==> config.mk <==
export PLATFORM = sky130hd
export DESIGN_NAME = strobe_meter_top
export DESIGN_NICKNAME = d
export VERILOG_FILES = /design/src/source/stb_pkg.sv /design/src/source/period_report.sv /design/src/source/pipelined_adder.sv /design/src/source/strobe_channel.sv /design/src/source/strobe_meter_top.sv /design/src/source/time_base.sv
export SDC_FILE = /design/constraint.sdc
export NUM_CORES = 2
export LEC_CHECK = 0
export BUFFER_PORTS_ARGS = -buffer_cell sky130_fd_sc_hd__buf_2
export CAP_MARGIN = 30
export CELL_PAD_IN_SITES_DETAIL_PLACEMENT = 1
export CELL_PAD_IN_SITES_GLOBAL_PLACEMENT = 1
export CORE_UTILIZATION = 45
export CTS_CLUSTER_SIZE = 25
export DETAILED_ROUTE_END_ITERATION = 16
export PLACE_DENSITY_LB_ADDON = 0.1
export SLEW_MARGIN = 20
export SYNTH_ARGS = -nofsm -noshare
export SYNTH_HDL_FRONTEND = slang
export SYNTH_SLANG_ARGS = --single-unit
==> constraint.sdc <==
create_clock -name clk_i -period 6 [get_ports clk_i]
set_clock_uncertainty 0.05 [all_clocks]
set_input_delay 1.8 -clock clk_i [delete_from_list [all_inputs] [get_ports clk_i]]
set_output_delay 1.8 -clock clk_i [all_outputs]
set_load 0.05 [all_outputs]
==> src/source/stb_pkg.sv <==
// shared definitions of the strobe meter
// widths, channel count, timing limits and channel states

package stb_pkg;

	// ------------------------------
	// widths and counts
	// ------------------------------
	localparam int T_CNT_WIDTH   = 32;
	localparam int T_HALF_WIDTH  = T_CNT_WIDTH / 2;
	localparam int N_CHAN        = 4;
	localparam int CHAN_ID_WIDTH = $clog2(N_CHAN);

	// time stamp or period
	typedef logic [T_CNT_WIDTH-1:0] t_cnt_t;
	typedef logic [CHAN_ID_WIDTH-1:0] chan_id_t;

	// strobe low time at each period boundary
	localparam int ZERO_HOLD_CYCLES = 1;
	// generator arms this many cycles before the first deadline
	localparam int GEN_OFFSET = 4;
	// shortest period the deadline pipeline keeps up with
	localparam int MIN_PERIOD = 16;

	// report flow control
	localparam int CREDIT_INIT  = 4;
	localparam int CREDIT_WIDTH = $clog2(CREDIT_INIT + 1);

	// channel FSM, one-hot
	typedef enum logic [8:0] {
		FIND_EDGE_1     = 9'b0_0000_0001,
		FIND_EDGE_2     = 9'b0_0000_0010,
		WRITE_START     = 9'b0_0000_0100,
		FIND_EDGE_3     = 9'b0_0000_1000,
		COUNT_PERIOD    = 9'b0_0001_0000,
		COUNT_GEN_START = 9'b0_0010_0000,
		WAIT_GEN_START  = 9'b0_0100_0000,
		COUNT_STROBE    = 9'b0_1000_0000,
		WAIT_STB_END    = 9'b1_0000_0000
	} chan_state_e;

endpackage

==> src/source/period_report.sv <==
// report collector for finished measurements
// one slot per channel, round-robin scan, sent out against credits
`timescale 1ns/1ns

module period_report import stb_pkg::*; (
	input  logic              clk_i,
	input  logic              arstn_i,
	input  logic [N_CHAN-1:0] meas_valid_i,
	input  t_cnt_t            meas_period_i [N_CHAN],
	input  logic              rpt_credit_i,
	output logic              rpt_valid_o,
	output chan_id_t          rpt_chan_o,
	output t_cnt_t            rpt_period_o
);

	logic [N_CHAN-1:0]       pend_q;
	t_cnt_t                  period_q [N_CHAN];
	chan_id_t                ptr_q;
	logic [CREDIT_WIDTH-1:0] credit_cnt_q;
	logic [CREDIT_WIDTH-1:0] credit_free;
	chan_id_t                scan_idx;
	chan_id_t                pick_idx;
	logic                    pick_found;
	logic                    send;

	// ------------------------------
	// per-channel slots
	// ------------------------------
	// a new measurement overwrites a waiting one
	always_ff @(posedge clk_i or negedge arstn_i) begin
		if (!arstn_i) begin
			pend_q <= '0;
		end else begin
			for (int i = 0; i < N_CHAN; i++) begin
				if (meas_valid_i[i]) begin
					pend_q[i] <= 1'b1;
				end else if (send && (pick_idx == chan_id_t'(i))) begin
					pend_q[i] <= 1'b0;
				end
			end
		end
	end

	always_ff @(posedge clk_i) begin
		for (int i = 0; i < N_CHAN; i++) begin
			if (meas_valid_i[i]) begin
				period_q[i] <= meas_period_i[i];
			end
		end
	end

	// ------------------------------
	// round-robin pick
	// ------------------------------
	always_comb begin
		pick_found = 1'b0;
		pick_idx   = ptr_q;
		scan_idx   = ptr_q;
		for (int i = 0; i < N_CHAN; i++) begin
			scan_idx = chan_id_t'((int'(ptr_q) + i) % N_CHAN);
			if (!pick_found && pend_q[scan_idx]) begin
				pick_found = 1'b1;
				pick_idx   = scan_idx;
			end
		end
	end

	// the credit of a report on the output is taken when the pulse ends
	assign credit_free = credit_cnt_q - CREDIT_WIDTH'(rpt_valid_o);
	assign send        = pick_found && (credit_free != '0);

	always_ff @(posedge clk_i or negedge arstn_i) begin
		if (!arstn_i) begin
			credit_cnt_q <= CREDIT_WIDTH'(CREDIT_INIT);
			rpt_valid_o  <= 1'b0;
			ptr_q        <= '0;
		end else begin
			if (rpt_credit_i && (credit_free != CREDIT_WIDTH'(CREDIT_INIT))) begin
				credit_cnt_q <= credit_free + 1'b1;
			end else begin
				credit_cnt_q <= credit_free;
			end
			rpt_valid_o <= send;
			if (send) begin
				ptr_q <= chan_id_t'((int'(pick_idx) + 1) % N_CHAN);
			end
		end
	end

	always_ff @(posedge clk_i) begin
		if (send) begin
			rpt_chan_o   <= pick_idx;
			rpt_period_o <= period_q[pick_idx];
		end
	end

endmodule

==> src/source/pipelined_adder.sv <==
// two-stage 32-bit adder for deadline arithmetic
// low halves in stage one, high halves plus carry in stage two
`timescale 1ns/1ns

module pipelined_adder import stb_pkg::*; (
	input  logic   clk_i,
	input  logic   arstn_i,
	input  t_cnt_t a_i,
	input  t_cnt_t b_i,
	input  logic   valid_i,
	output logic   valid_o,
	output t_cnt_t res_o
);

	logic [T_HALF_WIDTH-1:0] lo_sum;
	logic                    lo_carry;
	logic [T_HALF_WIDTH-1:0] lo_sum_q;
	logic                    carry_q;
	logic [T_HALF_WIDTH-1:0] a_hi_q;
	logic [T_HALF_WIDTH-1:0] b_hi_q;
	logic [T_HALF_WIDTH-1:0] hi_sum;
	logic                    valid_q;

	assign {lo_carry, lo_sum} = a_i[T_HALF_WIDTH-1:0] + b_i[T_HALF_WIDTH-1:0];
	assign hi_sum = a_hi_q + b_hi_q + {{(T_HALF_WIDTH-1){1'b0}}, carry_q};

	always_ff @(posedge clk_i or negedge arstn_i) begin
		if (!arstn_i) begin
			valid_q <= 1'b0;
			valid_o <= 1'b0;
		end else begin
			valid_q <= valid_i;
			valid_o <= valid_q;
		end
	end

	// stage registers only load with a valid operand, result holds until the next one
	always_ff @(posedge clk_i) begin
		if (valid_i) begin
			lo_sum_q <= lo_sum;
			carry_q  <= lo_carry;
			a_hi_q   <= a_i[T_CNT_WIDTH-1:T_HALF_WIDTH];
			b_hi_q   <= b_i[T_CNT_WIDTH-1:T_HALF_WIDTH];
		end
		if (valid_q) begin
			res_o <= {hi_sum, lo_sum_q};
		end
	end

endmodule

==> src/source/strobe_channel.sv <==
// one strobe channel
// measures the period of an asynchronous input, then repeats it as a strobe
`timescale 1ns/1ns

module strobe_channel import stb_pkg::*; (
	input  logic   clk_i,
	input  logic   arstn_i,
	input  t_cnt_t t_cnt_i,
	input  logic   sig_i,
	input  logic   rearm_i,
	output logic   stb_o,
	output logic   rdy_o,
	output logic   err_o,
	output logic   meas_valid_o,
	output t_cnt_t meas_period_o
);

	logic [1:0]  sync_q;
	logic        sync_d_q;
	logic        rise_q;

	chan_state_e state_q;
	chan_state_e state_d;

	t_cnt_t      t_start_q;
	t_cnt_t      period_raw;
	logic        period_short;

	// deadline arithmetic
	t_cnt_t      gen_incr;
	t_cnt_t      zh_incr;
	t_cnt_t      end_base;
	logic        gen_launch;
	logic        end_launch;
	logic        zh_launch;
	logic        gen_valid;
	logic        zh_valid;
	t_cnt_t      gen_start_res;
	t_cnt_t      stb_end_res;
	t_cnt_t      zero_hold_res;

	// compare stage
	logic        gen_armed_q;
	logic        zh_armed_q;
	logic        gen_hit_q;
	logic        end_hit_q;
	logic        zh_hit_q;
	logic        gen_on;

	// ------------------------------
	// synchronizer and edge finder
	// ------------------------------
	always_ff @(posedge clk_i or negedge arstn_i) begin
		if (!arstn_i) begin
			sync_q   <= '0;
			sync_d_q <= 1'b0;
			rise_q   <= 1'b0;
		end else begin
			sync_q   <= {sync_q[0], sig_i};
			sync_d_q <= sync_q[1];
			rise_q   <= sync_q[1] & ~sync_d_q;
		end
	end

	// ------------------------------
	// measurement FSM
	// ------------------------------
	always_comb begin
		state_d = state_q;
		if (rearm_i) begin
			state_d = FIND_EDGE_1;
		end else begin
			unique case (state_q)
				FIND_EDGE_1:     if (rise_q) state_d = FIND_EDGE_2;
				FIND_EDGE_2:     if (rise_q) state_d = WRITE_START;
				WRITE_START:     state_d = FIND_EDGE_3;
				FIND_EDGE_3:     if (rise_q) state_d = COUNT_PERIOD;
				COUNT_PERIOD:    state_d = period_short ? FIND_EDGE_1 : COUNT_GEN_START;
				COUNT_GEN_START: state_d = WAIT_GEN_START;
				WAIT_GEN_START:  if (gen_hit_q) state_d = WAIT_STB_END;
				COUNT_STROBE:    state_d = WAIT_STB_END;
				WAIT_STB_END:    if (end_hit_q) state_d = COUNT_STROBE;
				default:         state_d = FIND_EDGE_1;
			endcase
		end
	end

	always_ff @(posedge clk_i or negedge arstn_i) begin
		if (!arstn_i) begin
			state_q <= FIND_EDGE_1;
		end else begin
			state_q <= state_d;
		end
	end

	// WRITE_START and COUNT_PERIOD both sit one cycle after their edge
	assign period_raw   = t_cnt_i - t_start_q;
	assign period_short = (period_raw < t_cnt_t'(MIN_PERIOD));

	always_ff @(posedge clk_i) begin
		if (state_q == WRITE_START) begin
			t_start_q <= t_cnt_i;
		end
		if ((state_q == COUNT_PERIOD) && !period_short) begin
			meas_period_o <= period_raw;
		end
	end

	always_ff @(posedge clk_i or negedge arstn_i) begin
		if (!arstn_i) begin
			meas_valid_o <= 1'b0;
			err_o        <= 1'b0;
		end else begin
			meas_valid_o <= (state_q == COUNT_PERIOD) && !period_short && !rearm_i;
			if (rearm_i) begin
				err_o <= 1'b0;
			end else if (state_q == COUNT_PERIOD) begin
				err_o <= period_short;
			end
		end
	end

	// ------------------------------
	// deadline adders
	// ------------------------------
	// first deadline from the current time, later ones from the previous deadline
	assign gen_launch = (state_q == COUNT_GEN_START);
	assign end_launch = (state_q == COUNT_GEN_START) || (state_q == COUNT_STROBE);
	assign zh_launch  = (state_q == COUNT_STROBE);
	assign end_base   = (state_q == COUNT_STROBE) ? stb_end_res : t_cnt_i;
	assign gen_incr   = meas_period_o - t_cnt_t'(GEN_OFFSET);
	assign zh_incr    = meas_period_o - t_cnt_t'(ZERO_HOLD_CYCLES);

	pipelined_adder u_gen_start (
		.clk_i   (clk_i),
		.arstn_i (arstn_i),
		.a_i     (t_cnt_i),
		.b_i     (gen_incr),
		.valid_i (gen_launch),
		.valid_o (gen_valid),
		.res_o   (gen_start_res)
	);

	pipelined_adder u_stb_end (
		.clk_i   (clk_i),
		.arstn_i (arstn_i),
		.a_i     (end_base),
		.b_i     (meas_period_o),
		.valid_i (end_launch),
		.valid_o (),
		.res_o   (stb_end_res)
	);

	pipelined_adder u_zero_hold (
		.clk_i   (clk_i),
		.arstn_i (arstn_i),
		.a_i     (stb_end_res),
		.b_i     (zh_incr),
		.valid_i (zh_launch),
		.valid_o (zh_valid),
		.res_o   (zero_hold_res)
	);

	// ------------------------------
	// compares and strobe
	// ------------------------------
	assign gen_on = (state_q == WAIT_STB_END) || (state_q == COUNT_STROBE);

	always_ff @(posedge clk_i or negedge arstn_i) begin
		if (!arstn_i) begin
			gen_armed_q <= 1'b0;
			zh_armed_q  <= 1'b0;
			gen_hit_q   <= 1'b0;
			end_hit_q   <= 1'b0;
			zh_hit_q    <= 1'b0;
		end else begin
			// a compare only runs once its adder has delivered a result
			gen_armed_q <= (state_q == WAIT_GEN_START) && (gen_armed_q || gen_valid);
			zh_armed_q  <= gen_on && (zh_armed_q || zh_valid);
			gen_hit_q   <= gen_armed_q && (state_q == WAIT_GEN_START)
				&& (t_cnt_i == gen_start_res);
			end_hit_q   <= (state_q == WAIT_STB_END) && (t_cnt_i == stb_end_res);
			zh_hit_q    <= zh_armed_q && (t_cnt_i == zero_hold_res);
		end
	end

	// rises at each period end, drops ZERO_HOLD_CYCLES before the next
	always_ff @(posedge clk_i or negedge arstn_i) begin
		if (!arstn_i) begin
			stb_o <= 1'b0;
			rdy_o <= 1'b0;
		end else if (rearm_i) begin
			stb_o <= 1'b0;
			rdy_o <= 1'b0;
		end else if (gen_on) begin
			if (end_hit_q) begin
				stb_o <= 1'b1;
				rdy_o <= 1'b1;
			end else if (zh_hit_q) begin
				stb_o <= 1'b0;
			end
		end
	end

endmodule

==> src/source/strobe_meter_top.sv <==
// four-channel frequency meter and strobe generator
// shared time base, strobe channels and the report collector
`timescale 1ns/1ns

module strobe_meter_top import stb_pkg::*; (
	input  logic              clk_i,
	input  logic              arstn_i,
	input  logic [N_CHAN-1:0] sig_i,
	input  logic [N_CHAN-1:0] rearm_i,
	input  logic              rpt_credit_i,
	output logic [N_CHAN-1:0] stb_o,
	output logic [N_CHAN-1:0] rdy_o,
	output logic [N_CHAN-1:0] err_o,
	output logic              rpt_valid_o,
	output chan_id_t          rpt_chan_o,
	output t_cnt_t            rpt_period_o
);

	t_cnt_t            t_cnt;
	logic [N_CHAN-1:0] meas_valid;
	t_cnt_t            meas_period [N_CHAN];

	time_base u_time_base (
		.clk_i   (clk_i),
		.arstn_i (arstn_i),
		.t_cnt_o (t_cnt)
	);

	// ------------------------------
	// strobe channels
	// ------------------------------
	for (genvar i = 0; i < N_CHAN; i++) begin : g_chan
		strobe_channel u_chan (
			.clk_i         (clk_i),
			.arstn_i       (arstn_i),
			.t_cnt_i       (t_cnt),
			.sig_i         (sig_i[i]),
			.rearm_i       (rearm_i[i]),
			.stb_o         (stb_o[i]),
			.rdy_o         (rdy_o[i]),
			.err_o         (err_o[i]),
			.meas_valid_o  (meas_valid[i]),
			.meas_period_o (meas_period[i])
		);
	end

	period_report u_report (
		.clk_i         (clk_i),
		.arstn_i       (arstn_i),
		.meas_valid_i  (meas_valid),
		.meas_period_i (meas_period),
		.rpt_credit_i  (rpt_credit_i),
		.rpt_valid_o   (rpt_valid_o),
		.rpt_chan_o    (rpt_chan_o),
		.rpt_period_o  (rpt_period_o)
	);

endmodule

==> src/source/time_base.sv <==
// free-running time base shared by all channels
// 32-bit count built from two 16-bit halves with a registered carry
`timescale 1ns/1ns

module time_base import stb_pkg::*; (
	input  logic   clk_i,
	input  logic   arstn_i,
	output t_cnt_t t_cnt_o
);

	logic [T_HALF_WIDTH-1:0] lo_q;
	logic [T_HALF_WIDTH-1:0] lo_next;
	logic [T_HALF_WIDTH-1:0] lo_d1_q;
	logic [T_HALF_WIDTH-1:0] hi_q;
	logic                    lo_carry;
	logic                    carry_q;

	assign {lo_carry, lo_next} = lo_q + 1'b1;

	// ------------------------------
	// low half and carry
	// ------------------------------
	always_ff @(posedge clk_i or negedge arstn_i) begin
		if (!arstn_i) begin
			lo_q    <= '0;
			lo_d1_q <= '0;
			carry_q <= 1'b0;
		end else begin
			lo_q    <= lo_next;
			// low half delayed to line up with the high half
			lo_d1_q <= lo_q;
			carry_q <= lo_carry;
		end
	end

	// ------------------------------
	// high half and joined count
	// ------------------------------
	always_ff @(posedge clk_i or negedge arstn_i) begin
		if (!arstn_i) begin
			hi_q    <= '0;
			t_cnt_o <= '0;
		end else begin
			hi_q    <= hi_q + {{(T_HALF_WIDTH-1){1'b0}}, carry_q};
			t_cnt_o <= {hi_q, lo_d1_q};
		end
	end

endmodule

Word-level counts from Yosys, hierarchy flattened
Memory sizes are Yosys's and may differ from the RTL's. A register that Yosys moved wholly into a read port is not among the register bits. Cells that the tools add are included.

Magnitude comparators: 8. Add/subtract/negate cells: 56. Muxes and demuxes: 104. Equality and inequality tests: 72. Bitwise operators: 8. Reductions and logical operators: 102.

Operators with widths (count): 32-bit equality test (12); 9-bit case mux with 9 select lines (4); 9-bit two-way mux (24); 16-bit by 1-bit adder with 16-bit output (13); 16-bit by 16-bit adder with 17-bit output (12); 16-bit adder (12); 32-bit by 5-bit less-than comparator with 1-bit output, second input constant (4); 32-bit two-way mux (4); 32-bit by 1-bit subtractor with 32-bit output, second input constant (4); 32-bit by 3-bit subtractor with 32-bit output, second input constant (4); 32-bit subtractor (4); 1-bit two-way mux (60); 3-bit by 2-bit inequality test with 1-bit output, second input constant (20); 1-bit logical AND (41); 9-bit by 1-bit equality test with 1-bit output, second input constant (4); 9-bit by 2-bit equality test with 1-bit output, second input constant (4); 9-bit by 3-bit equality test with 1-bit output, second input constant (4); 9-bit by 4-bit equality test with 1-bit output, second input constant (4); 9-bit by 5-bit equality test with 1-bit output, second input constant (4); 9-bit by 6-bit equality test with 1-bit output, second input constant (4); 9-bit by 7-bit equality test with 1-bit output, second input constant (4); 9-bit by 8-bit equality test with 1-bit output, second input constant (4); 9-bit equality test, second input constant (4); 2-bit nonzero test (16); other kinds (21) (80).

Output and inout port bits: 47. Memory bits (writable): 128. Bits of input ports: 11. Register bits after elaboration: 1429. Memories kept: 1.

Memory list: u_report.period_q (words 4, width 32, read ports 1, clocked after memory_dff 1, wr ports 4, RTL line period_report.sv:17) `t_cnt_t period_q [N_CHAN];`.

Logic depth before layout (Yosys ltp)
Word-level depth: 16. Gate-level depth with buffers: 21. Gate-level depth less buffers: 20.

Hierarchy
From an unflattened synthesis, not the netlist that was laid out.

Cells, all modules: 7299. Area total of the unflattened synthesis: 87322.5 um^2.

Modules (own cells, without submodules): pipelined_adder (g_chan[0].u_chan.u_gen_start ...) (instances 10, area each 4026.4 um^2, cells each 284); strobe_channel (g_chan[0].u_chan ...) (instances 2, area each 7648.6 um^2, cells each 915); strobe_channel (g_chan[2].u_chan) (instances 1, area each 7305.8 um^2, cells each 784); strobe_channel (g_chan[3].u_chan) (instances 1, area each 7264.5 um^2, cells each 779); period_report (instances 1, area each 6496.2 um^2, cells each 330); pipelined_adder (g_chan[1].u_chan.u_stb_end) (instances 1, area each 4041.4 um^2, cells each 287); pipelined_adder (g_chan[1].u_chan.u_zero_hold) (instances 1, area each 4016.4 um^2, cells each 284); time_base (instances 1, area each 2637.5 um^2, cells each 165).

Least setup slack after synthesis
No wires, ideal clock.

Path kind: reg-to-reg. Start: reg g_chan[2].u_chan.state_q[1]. End: reg g_chan[2].u_chan.u_stb_end.carry_q (data pin). Buffers on the path: 3. Arrival time: 6132 ps. Setup slack: -451 ps. Stages on the path, launching flop included: 20. Data required time: 5680 ps. Cells stage by stage: dfrtp_1 clkbuf_1 nor4_1 nor3b_1 and3_1 clkbuf_1 buf_1 o21ai_0 fa_1 a21o_1 a21oi_1 o21bai_1 a21oi_1 nor2b_1 o21a_1 o31a_1 o41ai_1 nor2_1 a211oi_1 o21ai_0.

Cells in the longest elaborated chain, start to end: 3.

RTL lines: start: declaration (RTL line strobe_channel.sv:22) `chan_state_e state_q;`; start signal: assignment (RTL line strobe_channel.sv:92) `state_q <= state_d;`; 9-bit by 8-bit equality test with 1-bit output; via g_chan[2].u_chan.u_zero_hold.valid_i (RTL line pipelined_adder.sv:10) `input logic valid_i,`; 32-bit two-way mux (RTL line strobe_channel.sv:130) `assign end_base = (state_q == COUNT_STROBE) ? stb_end_res : t_cnt_i;`; 16-bit by 16-bit adder with 17-bit output (RTL line pipelined_adder.sv:24) `assign {lo_carry, lo_sum} = a_i[T_HALF_WIDTH-1:0] + b_i[T_HALF_WIDTH-1:0];`; via g_chan[2].u_chan.u_stb_end.lo_carry (RTL line pipelined_adder.sv:16) `logic lo_carry;`; end signal: assignment (RTL line pipelined_adder.sv:41) `carry_q <= lo_carry;`; end: declaration (RTL line pipelined_adder.sv:18) `logic carry_q;`.

The timed path passes the listed nets, and every way through them passes these cells. A chain may end at the register's enable or synchronous reset.

Final worst setup path
Start: reg u_time_base.t_cnt_o[0]. End: reg g_chan[1].u_chan.meas_period_o[12] (enable).

Cells in the longest elaborated chain, start to end: 4.

RTL lines: start: declaration (RTL line time_base.sv:8) `output t_cnt_t t_cnt_o`; start signal: assignment (RTL line time_base.sv:45) `t_cnt_o <= {hi_q, lo_d1_q};`; 32-bit subtractor (RTL line strobe_channel.sv:97) `assign period_raw = t_cnt_i - t_start_q;`; via g_chan[1].u_chan.period_raw[4] (RTL line strobe_channel.sv:26) `t_cnt_t period_raw;`; 32-bit by 5-bit less-than comparator with 1-bit output (RTL line strobe_channel.sv:98) `assign period_short = (period_raw < t_cnt_t'(MIN_PERIOD));`; 1-bit logical NOT (RTL line strobe_channel.sv:104) `if ((state_q == COUNT_PERIOD) && !period_short) begin`; 1-bit logical AND (RTL line strobe_channel.sv:104); end signal: assignment (RTL line strobe_channel.sv:105) `meas_period_o <= period_raw;`; end: declaration (RTL line strobe_channel.sv:15) `output t_cnt_t meas_period_o`.

The timed path passes the listed nets, and every way through them passes these cells.

==> impl_metrics.ini <==
[run_status]
status = complete, no violations

[sta]
hold_viol_final = 0
setup_viol = 0
grt_setup_unrepaired = false
setup_tns_ns = 0
drv_slew = 0
fin_crit_sh = 0.893
clock.fmax_mhz = 187
period_needed_ns = 5.36
relSlewSlack = 0.336
setup_slack_ns = 0.644
worst_slew_pin_slew_ns = 0.971

[routing]
vias = 56000
firstDrtPassIters = 5
drt_first_iter_violations = 5626
totalWireLength_um = 275000
drcViolationCount = 0
wl_per_cell_um = 28.8
viasPerCell = 5.85
ant_nets = 0

[floorplan]
io_pins = 58
dieArea_um2 = 186000
rows = 157
initial_core_util = 0.452
die_x_um = 431
fp.coreArea_um2 = 183000
die_h_um = 431

[yosys]
yosysTopAreaCellShare = 0.505
syn_inst = 6707
yosysMostFrequentCell = edfxtp_1
synth-edff-count = 1390
ys.flop_type = edfxtp_1
syn_nets = 7261
synth_top_cell_by_area = edfxtp_1
yosysUniqueCellTypes = 87
synth-seq-cells = 1589
ys.warnings.count = 0
syn_avg_cell_area_um2 = 12.3
ys_top_cells_by_count = 1390 x edfxtp_1, 553 x xnor2_1, 503 x ha_1
synth_area_leaders = edfxtp_1 50%, ha_1 7.6%, dfrtp_1 5.9%, xnor2_1 5.9%, xor2_1 5.1%
ys_seq_area_frac = 0.565
async_flop_share = 0.125
synth.cell_area_um2 = 82700

[critical_path]
worstPathCellList = inv_1 > buf_4 > ha_1 > fa_1 > nor2b_1 > o31a_1 > a21oi_1 > a211oi_1 > o221ai_1 > or4_1 > or4b_2 > nor4_1 > or4b_1 > nand2b_1 > inv_1 > buf_4
slowest_stage = or4b_2
r2r-start = u_time_base.t_cnt_o[0]$_DFF_PN0_
critPathTopFamily = simple AND/OR/NAND/NOR gates
crit_type = reg -> reg
critical_path_depth = 16
reg2reg_to = g_chan[1].u_chan.meas_period_o[12]$_DFFE_PP_
rr_worst_depth = 16
critPathBufInv = 4
cp.required_ns = 6.48
r2r_slack_ns = 0.64
arrival_ns = 5.84
critPathMaxStageDelay_ns = 0.66
end_kind = flop
cp-start-kind = flop
path_max_fanout = 32

[power]
p_per_area_nw_per_um2 = 277
p_int_w = 0.0196
p_sw_frac = 0.242
p_seq_frac = 0.478
pwr-share-clk = 0.444
p_leak_nw = 36.5
total_power_w = 0.0258
p_switching_w = 0.00624
peakVddDrop_uv = 240
combPwrFrac = 0.078

[finish]
area_growth_pct = 12.5
fillers = 18500
final_util = 0.509
multi_input_comb_area_um2 = 34000
seqCellArea_um2 = 46800
layout.cells.non_filler = 9565
fin_nets = 7489
drive_gt1_frac = 0.104

[placement]
io_buffers = 57
dp.final_hpwl_um = 199000
gp_congestion = 0.915
dpl.cell_count = 9213
dpl_worst_slack_ns = 0.708

[worst_hold_path]
hp-start = u_time_base.lo_d1_q[4]$_DFF_PN0_
holdPathEnd = u_time_base.t_cnt_o[4]$_DFF_PN0_
hp-class = reg -> reg
whs_path_depth = 0

[clocking]
cts_buffers = 180
cts_setup_buffers = 0
root_buffer = clkbuf_16
clk_pin_slew_ns = 0.06
ctsResizeCount = 0
cts_tree = built
cts_sinks = 1589
cts-htree-levels = 4
insertion_delay_ns = 0.83
cts_buffer_depth = 3
cts_hold_buf = 0

[run]
maxCapViolations = 0

[global_routing]
grt_use_total = 0.294
grt_overflow = 0
grt_antenna_before_repair = 34
grt_max_degree = 80
grt_pass1_wl_um = 393000
first_global_vias = 55900
-- state kept, by name (all words and copies together) (netlist names), 8 cells and up --
signal / flops
g_chan.u_chan.u_stb_end.lo_sum_q: 64
g_chan.u_chan.u_stb_end.b_hi_q: 64
u_time_base.lo_q: 16
u_report.period_q: 128
g_chan.u_chan.u_stb_end.res_o: 128
g_chan.u_chan.u_gen_start.a_hi_q: 64
g_chan.u_chan.state_q: 36
u_time_base.hi_q: 16
u_time_base.t_cnt_o: 32
u_report.rpt_period_o: 32
g_chan.u_chan.u_zero_hold.lo_sum_q: 64
g_chan.u_chan.u_zero_hold.res_o: 128
g_chan.u_chan.t_start_q: 128
g_chan.u_chan.sync_q: 8
u_time_base.lo_d1_q: 16
g_chan.u_chan.u_stb_end.a_hi_q: 64
g_chan.u_chan.u_zero_hold.b_hi_q: 64
g_chan.u_chan.u_gen_start.lo_sum_q: 64
g_chan.u_chan.meas_period_o: 128
g_chan.u_chan.u_gen_start.res_o: 128
g_chan.u_chan.u_zero_hold.a_hi_q: 64
g_chan.u_chan.u_gen_start.b_hi_q: 64
-- through the flow --
step                      cell area, um2  hold slack (ns)
after global placement             86700            0.282
after global routing               93000            0.305
after floorplan                    82700            0.281
after detailed placement           86800            0.286
after CTS                          92900            0.300
final                              93000            0.297
-- kinds of logic after synthesis --
| kind of cell | share of synthesized area |
|---|---|
| flops | 0.565 |
| buf+inv | 0.0259 |
| xor+xnor | 0.109 |
| simple gates | 0.105 |
| fa+ha+maj | 0.0858 |
| mux | 0.0220 |
| compound gates | 0.0876 |
-- power by group through the flow --
stage,clock network [W],logic [W],registers [W]
global placement,0,0.00202,0.0126
floorplan,0,0.000966,0.0128
global route,0.0120,0.00213,0.0124
detailed placement,0,0.00206,0.0126
finish,0.0115,0.00201,0.0123
CTS,0.0116,0.00206,0.0124
-- routing by layer --
layer | part of all wire | wire length, um | vias up | GRT usage
met3 | 0.074 | 20300 | 381 | 0.0398
li1 | - | - | 25000 | -
met1 | 0.45 | 123000 | 28700 | 0.427
met5 | 0.000040 | 11 | - | 0
met2 | 0.45 | 124000 | 1912 | 0.459
met4 | 0.029 | 8040 | 2 | 0.0855
-- worst register-to-register path, cell delays in order, from the launching register on --
cell      delay (ns)
dfrtp_2         0.36
inv_1           0.19
buf_4           0.24
ha_1            0.24
fa_1            0.48
nor2b_1         0.18
o31a_1          0.27
a21oi_1         0.09
a211oi_1        0.34
o221ai_1        0.17
or4_1           0.45
or4b_2          0.66
nor4_1          0.34
or4b_1          0.54
nand2b_1        0.15
inv_1           0.05
buf_4           0.26
-- how the worst max path moves through the flow --
| stage | start | to | slack, ns |
|---|---|---|---|
| 5_1_grt | u_time_base.t_cnt_o[0]$_DFF_PN0_ | g_chan[0].u_chan.meas_valid_o$_DFF_PN0_ | 0.37 |
| 2_1_floorplan | g_chan[2].u_chan.state_q[1]$_DFFE_PN0P_ | g_chan[2].u_chan.u_stb_end.carry_q$_DFFE_PP_ | 0.35 |
| 3_5_place_dp | u_time_base.t_cnt_o[0]$_DFF_PN0_ | g_chan[1].u_chan.meas_period_o[0]$_DFFE_PP_ | 0.71 |
| 3_3_place_gp | u_time_base.t_cnt_o[0]$_DFF_PN0_ | g_chan[1].u_chan.meas_period_o[0]$_DFFE_PP_ | 0.76 |
| 4_1_cts | u_time_base.t_cnt_o[0]$_DFF_PN0_ | g_chan[1].u_chan.meas_period_o[31]$_DFFE_PP_ | 0.66 |
| 6_report | u_time_base.t_cnt_o[0]$_DFF_PN0_ | g_chan[1].u_chan.meas_period_o[12]$_DFFE_PP_ | 0.64 |
-- cell usage in the layout (no fill, tap or decap), drive strengths merged, types with 29 or more instances in the layout --
cell	n
a211oi	32
a21boi	42
a21o	118
a21oi	327
and2	38
and3	58
buf	213
clkbuf	245
clkinv	62
dfrtp	194
edfxtp	1390
fa	40
ha	503
inv	396
mux2	95
mux4	32
nand2	451
nand2b	57
nand3	121
nand4	86
nor2	420
nor2b	61
nor3	162
nor4	123
o211ai	29
o21a	63
o21ai	214
o21bai	63
or2	29
or3	40
xnor2	553
xor2	478
-- area by class of cell --
cell class	instances	area share
Timing Repair Buffer	214	0.0171
Multi-Input combinational cell	4564	0.365
Clock buffer	244	0.0555
Sequential cell	1589	0.503
Antenna cell	10	0.000269
Clock inverter	94	0.0104
Tap cell	2464	0.0331
Inverter	386	0.0156
No activity file was read; power rests on OpenSTA's default activity.
